--- config.mk ---
export PLATFORM = sky130hd
export DESIGN_NAME = video_timer
export DESIGN_NICKNAME = d
export VERILOG_FILES = /design/src/hdl/video_timing_pkg.sv /design/src/hdl/video_timer.sv
export SDC_FILE = /design/constraint.sdc
export NUM_CORES = 1
export LEC_CHECK = 0
export BUFFER_PORTS_ARGS = -buffer_cell sky130_fd_sc_hd__buf_2
export CAP_MARGIN = 25
export CORE_MARGIN = 1.5
export CORE_UTILIZATION = 64
export CTS_BUF_LIST = sky130_fd_sc_hd__clkbuf_4
export DETAILED_ROUTE_END_ITERATION = 7
export GPL_TIMING_DRIVEN = 0
export PLACE_DENSITY = 0.91
export SLEW_MARGIN = 20
export SYNTH_ARGS = -nofsm -noshare
export SYNTH_HDL_FRONTEND = slang
export SYNTH_SLANG_ARGS = --single-unit
--- constraint.sdc ---
create_clock -name clk -period 3.7 [get_ports clk]
set_clock_uncertainty 0.2 [all_clocks]
set_input_delay 0.37 -clock clk [delete_from_list [all_inputs] [get_ports clk]]
set_output_delay 0.37 -clock clk [all_outputs]
set_load 0.05 [all_outputs]
--- src/hdl/video_timing_pkg.sv ---
//******************************
// Screen geometry constants
// Beam position and sync types
//******************************

package video_timing_pkg;

    // Horizontal geometry in pixels
    localparam int H_TOTAL   = 384;
    localparam int H_VISIBLE = 256;
    localparam int HS_START  = 300;
    localparam int HS_END    = 331;
    // 8-pixel tile windows per line
    localparam int H_TILES   = H_TOTAL / 8;

    // Vertical geometry in lines
    localparam int V_TOTAL   = 264;
    localparam int V_START   = 16;
    localparam int V_END     = 239;
    localparam int VS_START  = 250;
    localparam int VS_END    = 252;

    // Interrupt active while vdump[5:3] matches
    localparam logic [2:0] IRQ_PHASE = 3'd6;

    typedef logic [8:0] hpos_t;
    typedef logic [8:0] vpos_t;

    typedef struct packed {
        hpos_t hdump;
        vpos_t vdump;
    } screen_pos_t;

    // Blanking active low, syncs active low
    typedef struct packed {
        logic lhbl;
        logic lvbl;
        logic hs;
        logic vs;
    } video_sync_t;

    // Inactive state seen after reset
    localparam video_sync_t SYNC_RESET = '{lhbl: 1'b0, lvbl: 1'b0, hs: 1'b1, vs: 1'b1};

endpackage

--- src/hdl/video_timer.sv ---
//******************************
// Video timing generator
// Pixel clock enables from clk
// Beam counters, blanking, sync
// CPU interrupt level
//******************************

`timescale 1ns/1ps

module video_timer (
    input  logic                          clk,
    input  logic                          rst_n,
    output logic                          pxl2_cen,
    output logic                          pxl_cen,
    output video_timing_pkg::screen_pos_t pos,
    output video_timing_pkg::video_sync_t sync,
    output logic                          cpu_irqn
);
    import video_timing_pkg::*;

    logic [2:0] cen_cnt;
    hpos_t      h_nxt;
    vpos_t      v_nxt;

    // Divide by 4 and by 8
    // Both enables land on cen_cnt == 7 so they coincide
    always_ff @(posedge clk or negedge rst_n) begin
        if (!rst_n) begin
            cen_cnt  <= 3'd0;
            pxl2_cen <= 1'b0;
            pxl_cen  <= 1'b0;
        end else begin
            cen_cnt  <= cen_cnt + 3'd1;
            pxl2_cen <= cen_cnt[1:0] == 2'd2;
            pxl_cen  <= cen_cnt == 3'd6;
        end
    end

    // Next beam position
    always_comb begin
        h_nxt = pos.hdump + 9'd1;
        v_nxt = pos.vdump;
        if (pos.hdump == H_TOTAL - 1) begin
            h_nxt = '0;
            // Line advances at the horizontal wrap
            if (pos.vdump == V_TOTAL - 1)
                v_nxt = '0;
            else
                v_nxt = pos.vdump + 9'd1;
        end
    end

    // Flags decoded from the next position
    // so they line up with the counters
    always_ff @(posedge clk or negedge rst_n) begin
        if (!rst_n) begin
            pos      <= '0;
            sync     <= SYNC_RESET;
            cpu_irqn <= 1'b1;
        end else if (pxl_cen) begin
            pos.hdump <= h_nxt;
            pos.vdump <= v_nxt;
            sync.lhbl <= h_nxt < H_VISIBLE;
            sync.lvbl <= v_nxt >= V_START && v_nxt <= V_END;
            sync.hs   <= !(h_nxt >= HS_START && h_nxt <= HS_END);
            sync.vs   <= !(v_nxt >= VS_START && v_nxt <= VS_END);
            // Four 8-line low periods per frame
            cpu_irqn  <= v_nxt[5:3] != IRQ_PHASE;
        end
    end

endmodule

# [Word-level counts from Yosys, hierarchy flattened]
# Index checks and enable logic that the tools add are counted.
[op_classes] multipliers=0 magnitude_cmp=7 n_mux=3 n_addsub=3 bitwise=0 reduce_logical=5 div=0 shift=0 n_eq_ne=5
[ops] cell="2-to-1 mux 9 bit" count=3
[ops] cell="adder 9 x 1 -> 9 bit, second input constant" count=2
[ops] cell="equality test 9 bit, second input constant" count=2
[ops] cell="less-or-equal comparator 9 x 8 -> 1 bit, second input constant" count=2
[ops] cell=">= comparator 9 x 5 -> 1 bit, second input constant" count=1
[ops] cell=">= comparator 9 x 8 -> 1 bit, second input constant" count=1
[ops] cell=">= comparator 9 bit, second input constant" count=1
[ops] cell="less-or-equal comparator 9 bit, second input constant" count=1
[ops] cell="< comparator 9 bit, second input constant" count=1
[ops] cell="adder 3 x 1 -> 3 bit, second input constant" count=1
[ops] cell="equality test 3 bit, second input constant" count=1
[ops] cell="logical AND 1 bit" count=3
[ops] cell="!= test 3 bit, second input constant" count=1
[ops] cell="equality test 2 bit, second input constant" count=1
[ops] cell="zero test 1 bit" count=2
[word_totals] romBits=0 regBits=28 n_memories=0 latch_bits=0 mem_bits_rw=0 elab_cells=33

# [Longest topological paths before layout]
# Gate-level depths: netlist of the first run.
[logic_depth] ltp_word=6 ltp_mapped=9

# [Least setup slack after synthesis of the first run]
# OpenSTA, ideal clock, no wires.
[synth_path] path_kind="reg2reg" startpoint="reg pos[4] in the netlist's numbering" endpoint="reg sync[2] in the netlist's numbering" stages_incl_launch_ff=8 setup_ns=0.126 setup_slack_ns=1.229 required_time_ns=3.374 arrival_time_ns=2.145 path_cell_list="dfrtp_1 buf_6 or4b_4 nor4_4 o21ai_0 a22oi_1 and3_1 o31ai_1"
[synth_via] elab_chain_len=5
[synth_lines] element="start, declared" line="video_timer.sv:15" rtl="output video_timing_pkg::screen_pos_t pos,"
[synth_lines] element="adder 9 x 1 -> 9 bit or equality test 9 bit (tied branches)" line="video_timer.sv:49, video_timer.sv:46"
[synth_lines] element="2-to-1 mux 9 bit" line="video_timer.sv:46" rtl="if (pos.vdump == V_TOTAL - 1)"
[synth_lines] element="2-to-1 mux 9 bit *" line="video_timer.sv:43" rtl="if (pos.hdump == H_TOTAL - 1) begin"
[synth_lines] element=">= comparator 9 x 5 -> 1 bit or less-or-equal comparator 9 x 8 -> 1 bit (tied branches)" line="video_timer.sv:64" rtl="sync.lvbl <= v_nxt >= V_START && v_nxt <= V_END;"
[synth_lines] element="logical AND 1 bit *" line="video_timer.sv:64"
[synth_lines] element="end, declared" line="video_timer.sv:16" rtl="output video_timing_pkg::video_sync_t sync,"
# Every way passes the cells marked *; elsewhere a longest branch is shown, timed or not.
# A chain may end at the register's enable or synchronous reset.

# [Worst setup path after layout of the first run]
[layout_path] startpoint="reg pos[0] in the netlist's numbering" endpoint="reg sync[2] in the netlist's numbering"
# Same word-level chain as after synthesis.

==> qor.yml, run 1 <==
drv_slew: 0
synthToLayoutAreaGrowth_pct: 11.1
synth_seq_cells: 28
critPathMaxStageDelay_ps: 510
core.rowCount: 19
synth-xor-area-share_pct: 4.26
grt_pass1_wl_mm: 7.42
synth-edff-count: 0
place_inst: 281
status: "completed"
synth.net_count: 231
rsz0062_at_grt: "false"
peakVddDrop_mv: 0.280
syn_avg_cell_area_sq_um: 8.27
hp-start: "cen_cnt[0]"
cts-root-buf: "clkbuf_4"
crit_slowest_cell: "dfrtp_1"
drc: 0
fmax_ghz: 0.404
finalHoldViolCount: 0
synth_compound_area_share_pct: 22.0
path_clk_slew_ps: 150
fin_tns_setup_ps: 0
grt_max_degree: 29
postLayoutCoreUtil_pct: 74.6
rr_startpoint: "pos[0]"
finalNetCount: 263
crit_start: "pos[0]"
async_flop_share_pct: 100
crit_type: "flip-flop to flip-flop"
yosysTopAreaCell: "dfrtp_1"
overflow: 0
cts_tree: "yes"
dieArea_sq_um: 3230
instances_no_fill: 286
numClockSinks: 28
synthMuxAreaShare_pct: 2.23
synth_ff_type: "dfrtp_1"
antenna_found_initial: 0
post-cts-setup-buffers: 0
drtAntennaViolNets: 0
power.density_nw_per_um2: 216
tightest_slew_ps: 596
die_w_microns: 56.8
crit_path_end_kind: "flip-flop"
htreeDepth: 1
vias: 1807
drive_gt1_share_pct: 18.4
synth_top_area_share_pct: 33.8
diodes: 0
timing.hold.ws_ps: 282
hp-class: "flip-flop to flip-flop"
crit_chain: "ha_1 -> nand3_1 -> clkbuf_1 -> nor2_1 -> o21ai_0 -> a32oi_1 -> a21oi_1 -> o31ai_1"
portBuffers: 26
core-area_sq_um: 2760
synth_area_leaders: "dfrtp_1, nor2_1, o21ai_0"
crit_path_max_fanout: 10
viasPerCell: 6.32
place.gp.congestion: 0.949
critPathLaunchType: "flip-flop"
yosys_warnings: 0
grt_pass1_vias: 1554
ios: 27
required_ps: 3740
first_iter_violations: 159
timing.slew.headroom_pct: 60.3
synth-simple-area-share_pct: 23.6
post-route-min-period_ps: 2470
wirelength_mm: 4.43
drv_cap: 0
track_usage_pct: 29.1
arrival_ps: 2510
synth.yosys.seq_area_share_pct: 38.0
synthAdderAreaFrac_pct: 3.38
setup_viol: 0
leakage_nw: 0.932
post-synth-top-count-cell: "nor2_1"
clockBufferDepth: 2
cts-buffers-inserted: 3
wire_per_inst_microns: 15.5
finalCritPeriodShare_pct: 66.8
dp_hpwl_mm: 3.13
drt_pass1_iterations: 5
synth_cells: 224
ys_top_cells_by_count: "nor2_1, dfrtp_1, nand2_1, o21ai_0, nand3_1"
start_util_pct: 67.2
die_height_microns: 56.8
synthesis.area_sq_um: 1850
synth_cell_types: 45
total_power_uw: 443
clk-insertion-delay-late_ps: 330
synth_top_family_by_area: "simple AND/OR/NAND/NOR gates"
final cells by class:
type,count,area (sq um)
repair buffers,27,140
well taps,31,38.8
fillers,223,701
flip-flops and latches,28,704
plain buffers,18,90.1
multi-input cells,170,1030
clock buffers,3,22.5
clock inverters,1,3.75
inverters,8,30.0
per-stage QoR:
step | worst slack, ps | instance area [sq um]
CTS | 1240 | 2060
finish | 1230 | 2060
detailed placement | 1270 | 2020
global route | 957 | 2060
floorplan | 1230 | 1850
global placement | 1300 | 2020
sequential cells by signal (all words and copies together), names as in the netlist:
register,flops
pos,18
cen_cnt,3
cpu_irqn,1
pxl_cen,1
sync,4
pxl2_cen,1
power breakdown:
| group | switching, mW | leakage (nW) | internal (mW) |
|---|---|---|---|
| Combinational | 0.00556 | 0.555 | 0.00106 |
| Clock | 0.0907 | 0.0154 | 0.0397 |
| Sequential | 0 | 0.361 | 0.306 |
layout by cell type, fill, tap and decap left out, types with 5 or more instances in the layout:
cell / netlist / routed
buf_2: 9 / 35
nor2_1: 27 / 27
dfrtp_1: 25 / 25
nand2_1: 20 / 20
o21ai_0: 17 / 17
nand3_1: 10 / 10
a31oi_1: 9 / 9
inv_1: 8 / 8
o21ai_1: 8 / 8
a21oi_1: 8 / 8
clkbuf_1: 6 / 6
o31ai_1: 6 / 6
xnor2_1: 5 / 5
ha_1: 5 / 5
routing by layer:
layer,vias to the layer above,part of all wire (%),track usage (%)
met1,841,45,44.8
met2,91,46,42.4
li1,868,-,-
met5,-,0,0
met3,7,7.7,4.15
met4,0,1.4,8.64
critical path: cells and delay by family (launching register included):
| family | cells | cell delay, ps |
|---|---|---|
| compound gates | 4 | 680 |
| fa+ha+maj | 1 | 320 |
| buf+inv | 1 | 230 |
| flops | 1 | 510 |
| simple gates | 2 | 440 |
cell families after synthesis:
group,count (synthesis)
fa+ha+maj,5
compound gates,66
xor+xnor,9
flops,28
simple gates,86
buf+inv,26
mux,4
worst paths after layout:
check / slack, ps / depth (start not counted) / end
min in group asynchronous: 360 / 2 / pos[5]
worst min register to register: 280 / 1 / cen_cnt[0]
worst max register to register: 1230 / 8 / sync[2]
worst min-delay path: 280 / 1 / cen_cnt[0]
max in group asynchronous: 2560 / 2 / cen_cnt[1]
worst max-delay path: 1230 / 8 / sync[2]
repair_timing:
item / 4_1_cts / 5_1_grt
hold buffers: 1 / 0
hold endpoints to repair: 25 / 0
resized for setup: 0 / 0
Power figures use the tool's default switching activity.
==> inputs of run 2 (changes only) <==
--- a/config.mk
+++ b/config.mk
@@ -5,14 +5,15 @@
 export SDC_FILE = /design/constraint.sdc
 export NUM_CORES = 1
 export LEC_CHECK = 0
+export ABC_AREA = 1
 export BUFFER_PORTS_ARGS = -buffer_cell sky130_fd_sc_hd__buf_2
 export CAP_MARGIN = 25
 export CORE_MARGIN = 1.5
-export CORE_UTILIZATION = 64
+export CORE_UTILIZATION = 58
 export CTS_BUF_LIST = sky130_fd_sc_hd__clkbuf_4
 export DETAILED_ROUTE_END_ITERATION = 7
 export GPL_TIMING_DRIVEN = 0
-export PLACE_DENSITY = 0.91
+export PLACE_DENSITY = 0.84
 export SLEW_MARGIN = 20
 export SYNTH_ARGS = -nofsm -noshare
 export SYNTH_HDL_FRONTEND = slang
==> constraint.sdc (replaced) <==
create_clock -name clk -period 2.4 [get_ports clk]
set_clock_uncertainty 0.2 [all_clocks]
set_input_delay 0.24 -clock clk [delete_from_list [all_inputs] [get_ports clk]]
set_output_delay 0.24 -clock clk [all_outputs]
set_load 0.05 [all_outputs]
==> run 2 against run 1 <==
Effect of this change: the run now ends with DRC left; register-to-register slack got worse by 870 ps; global-route usage shrank 3.9 points; combinational power rose by 60%; cell area down 4.7%; cell count rose by 5.9%; sequential cell count stayed put; synthesized area fell by 5.5%; critical path type unchanged.
==> qor.yml, run 2 <==
dieArea_sq_um: 3360  # +4.1%
ys_top_cells_by_count: "nand2_1, inv_1, dfrtp_1, o21ai_0, nor2_1"
drive_gt1_share_pct: 22.4  # +4.0 points
top_register: "pos"
vias: 1605  # -11%
violations: "DRC"
busiest_layer: "met2"
wire_per_inst_microns: 12.6  # -19%
grt_use_met3_pct: 3.57  # -0.58 points
synthToLayoutAreaGrowth_pct: 11.9
fmax_ghz: 0.489  # +21%
yosysTopAreaCell: "dfrtp_1"
critPathMostFrequentCell: "a21oi_1"
core.rowCount: 19  # unchanged
drc: 1  # +1
finalHoldViolCount: 0  # unchanged
fin_tns_setup_ps: 0  # unchanged
start_util_pct: 62.4  # -4.8 points
diodes: 0  # unchanged
path_buf_inv: 1  # unchanged
portBuffers: 26  # unchanged
crit_chain: "ha_1 -> nand2_2 -> nor2_2 -> nand3_2 -> inv_1 -> o21ai_0 -> nand3_1 -> a21oi_1 -> a21oi_1"
post-synth-top-count-cell: "nand2_1"
synth-edff-count: 0  # unchanged
wirelength_mm: 3.82  # -14%
cts-root-buf: "clkbuf_4"
finalNetCount: 280  # +6.5%
mostFrequentLayoutCell: "nand2_1"
yosys_warnings: 0  # unchanged
setup_viol: 0  # unchanged
drv_cap: 0  # unchanged
die_height_microns: 57.9  # +2.0%
viasPerCell: 5.30  # -16%
peakVddDrop_mv: 0.379  # +35%
rr_startpoint: "pos[10]"
timing.hold.ws_ps: 225  # -56.8 ps
crit_slowest_cell: "dfrtp_1"
drt_pass1_iterations: 6  # +1
crit_path_end_kind: "flip-flop"
htreeDepth: 1  # unchanged
status: "finished with violations"
grt_use_met1_pct: 35.9  # -8.9 points
worst_slack_ps: 354  # -873 ps
synth_area_leaders: "dfrtp_1, nand2_1, o21ai_0"
dp_hpwl_mm: 2.88  # -7.7%
core-area_sq_um: 2810  # +1.7%
final_cell_mix: "nand2_1, inv_1, buf_2"
crit_path_max_fanout: 6  # -4
synth_cell_types: 28  # -38%
largest_reg_flops: 18  # unchanged
die_w_microns: 57.9  # +2.0%
top_regs: "pos x18, sync x4, cen_cnt x3"
power.density_nw_per_um2: 356  # +65%
required_ps: 2480  # -1260 ps
leakage_nw: 1.02  # +9.7%
path_clk_slew_ps: 150  # about the same
total_power_uw: 697  # +57%
dp_slack_ps: 434  # -841 ps
drv_slew: 0  # unchanged
crit_family: "compound AO/OA/AOI/OAI gates"
ios: 27  # unchanged
overflow: 0  # unchanged
cts_tree: "yes"
grt_max_degree: 29  # unchanged
syn_avg_cell_area_sq_um: 7.26  # -12%
crit_type: "flip-flop to flip-flop"
numClockSinks: 28  # unchanged
rsz0062_at_grt: "false"
track_usage_pct: 25.1  # -3.9 points
place.gp.congestion: 0.913  # -3.8%
synth.yosys.seq_area_share_pct: 40.2  # +2.2 points
critPathMaxStageDelay_ps: 460  # -50 ps
post-route-min-period_ps: 2050  # -427 ps
met2_usage_pct: 38.8  # -3.6 points
arrival_ps: 2130  # -380 ps
cts_resized: 0  # unchanged
postLayoutCoreUtil_pct: 69.8  # -4.7 points
finalCritPeriodShare_pct: 85.2  # +18 points
synth.net_count: 248  # +7.4%
hp-class: "primary input to async pin"
crit_start: "pos[10]"
synth_cells: 241  # +7.6%
cts-buffers-inserted: 3  # unchanged
synth_ff_type: "dfrtp_1"
async_flop_share_pct: 100  # unchanged
synthesis.area_sq_um: 1750  # -5.5%
clk-insertion-delay-late_ps: 340  # about the same
tightest_slew_ps: 621  # +24.9 ps
drtAntennaViolNets: 0  # unchanged
critPathLaunchType: "flip-flop"
grt_pass1_wl_mm: 6.38  # -14%
antenna_found_initial: 0  # unchanged
synth_top_area_share_pct: 35.7  # +2.0 points
synth_seq_cells: 28  # unchanged
first_iter_violations: 80  # -50%
clockBufferDepth: 2  # unchanged
timing.slew.headroom_pct: 58.6  # -1.7 points
grt_pass1_vias: 1413  # -9.1%
## run 2: where the power goes
group | internal, mW | switching [mW]
combinational | 0.00163 | 0.00893
sequential | 0.472 | 0
clock | 0.0767 | 0.138
## run 2: kinds of logic (layout without fill, tap and decap cells)
logic type	Yosys count	after routing	share of synthesized area, %
buffers and inverters	38	69	9.15
adders and majority gates	5	5	3.57
AOI/OAI and AO/OA	32	32	9.94
DFF	28	28	40.2
xor gates and xnor gates	4	4	2.00
and+or+nand+nor	134	134	35.1
## run 2: worst reg2reg max path: cells and delay by family (launching register included)
| family | cells | cell delay, ps |
|---|---|---|
| AO/OA/AOI/OAI | 3 | 600 |
| flip-flops | 1 | 460 |
| AND/OR/NAND/NOR | 4 | 400 |
| adder cells (fa/ha/maj) | 1 | 270 |
| buffers and inverters | 1 | 70 |
## run 2: path summary, 6_finish.rpt
| path | slack (ps) | depth (start not counted) | end |
|---|---|---|---|
| setup reg to reg | 350 | 9 | sync[1] |
| hold reg to reg | 270 | 1 | cen_cnt[0] |
| setup / recovery | 350 | 9 | sync[1] |
| hold / removal | 220 | 2 | pos[10] |
| min in group clk | 270 | 1 | cen_cnt[0] |
| max in group asynchronous | 1360 | 2 | cen_cnt[1] |
## run 2: stage by stage
stage / area (sq um) / std cells
2_1_floorplan: 1750 / 241
3_3_place_gp: 1920 / 298
3_5_place_dp: 1920 / 298
4_1_cts: 1960 / 303
5_1_grt: 1960 / 303
6_report: 1960 / 303
## run 2: area by class of cell
class | instances | area, sq um
Inverter | 33 | 124
Multi-Input combinational cell | 175 | 886
Fill cell | 233 | 846
Buffer | 5 | 36.3
Sequential cell | 28 | 704
Timing Repair Buffer | 27 | 140
Clock buffer | 4 | 30.0
Tap cell | 31 | 38.8
## run 2: routing by layer
layer / vias up / wire length [microns] / share of wire (%)
met5: - / 0 / 0
met4: 0 / 73 / 1.9
met3: 7 / 236 / 6.2
met2: 45 / 1710 / 45
met1: 738 / 1800 / 47
li1: 815 / - / -
## run 2: what timing repair did
action,CTS,global route
hold buffers,1,0
endpoints found under the setup margin,0,0
buffers inserted,0,0
endpoints found under the hold margin,25,0
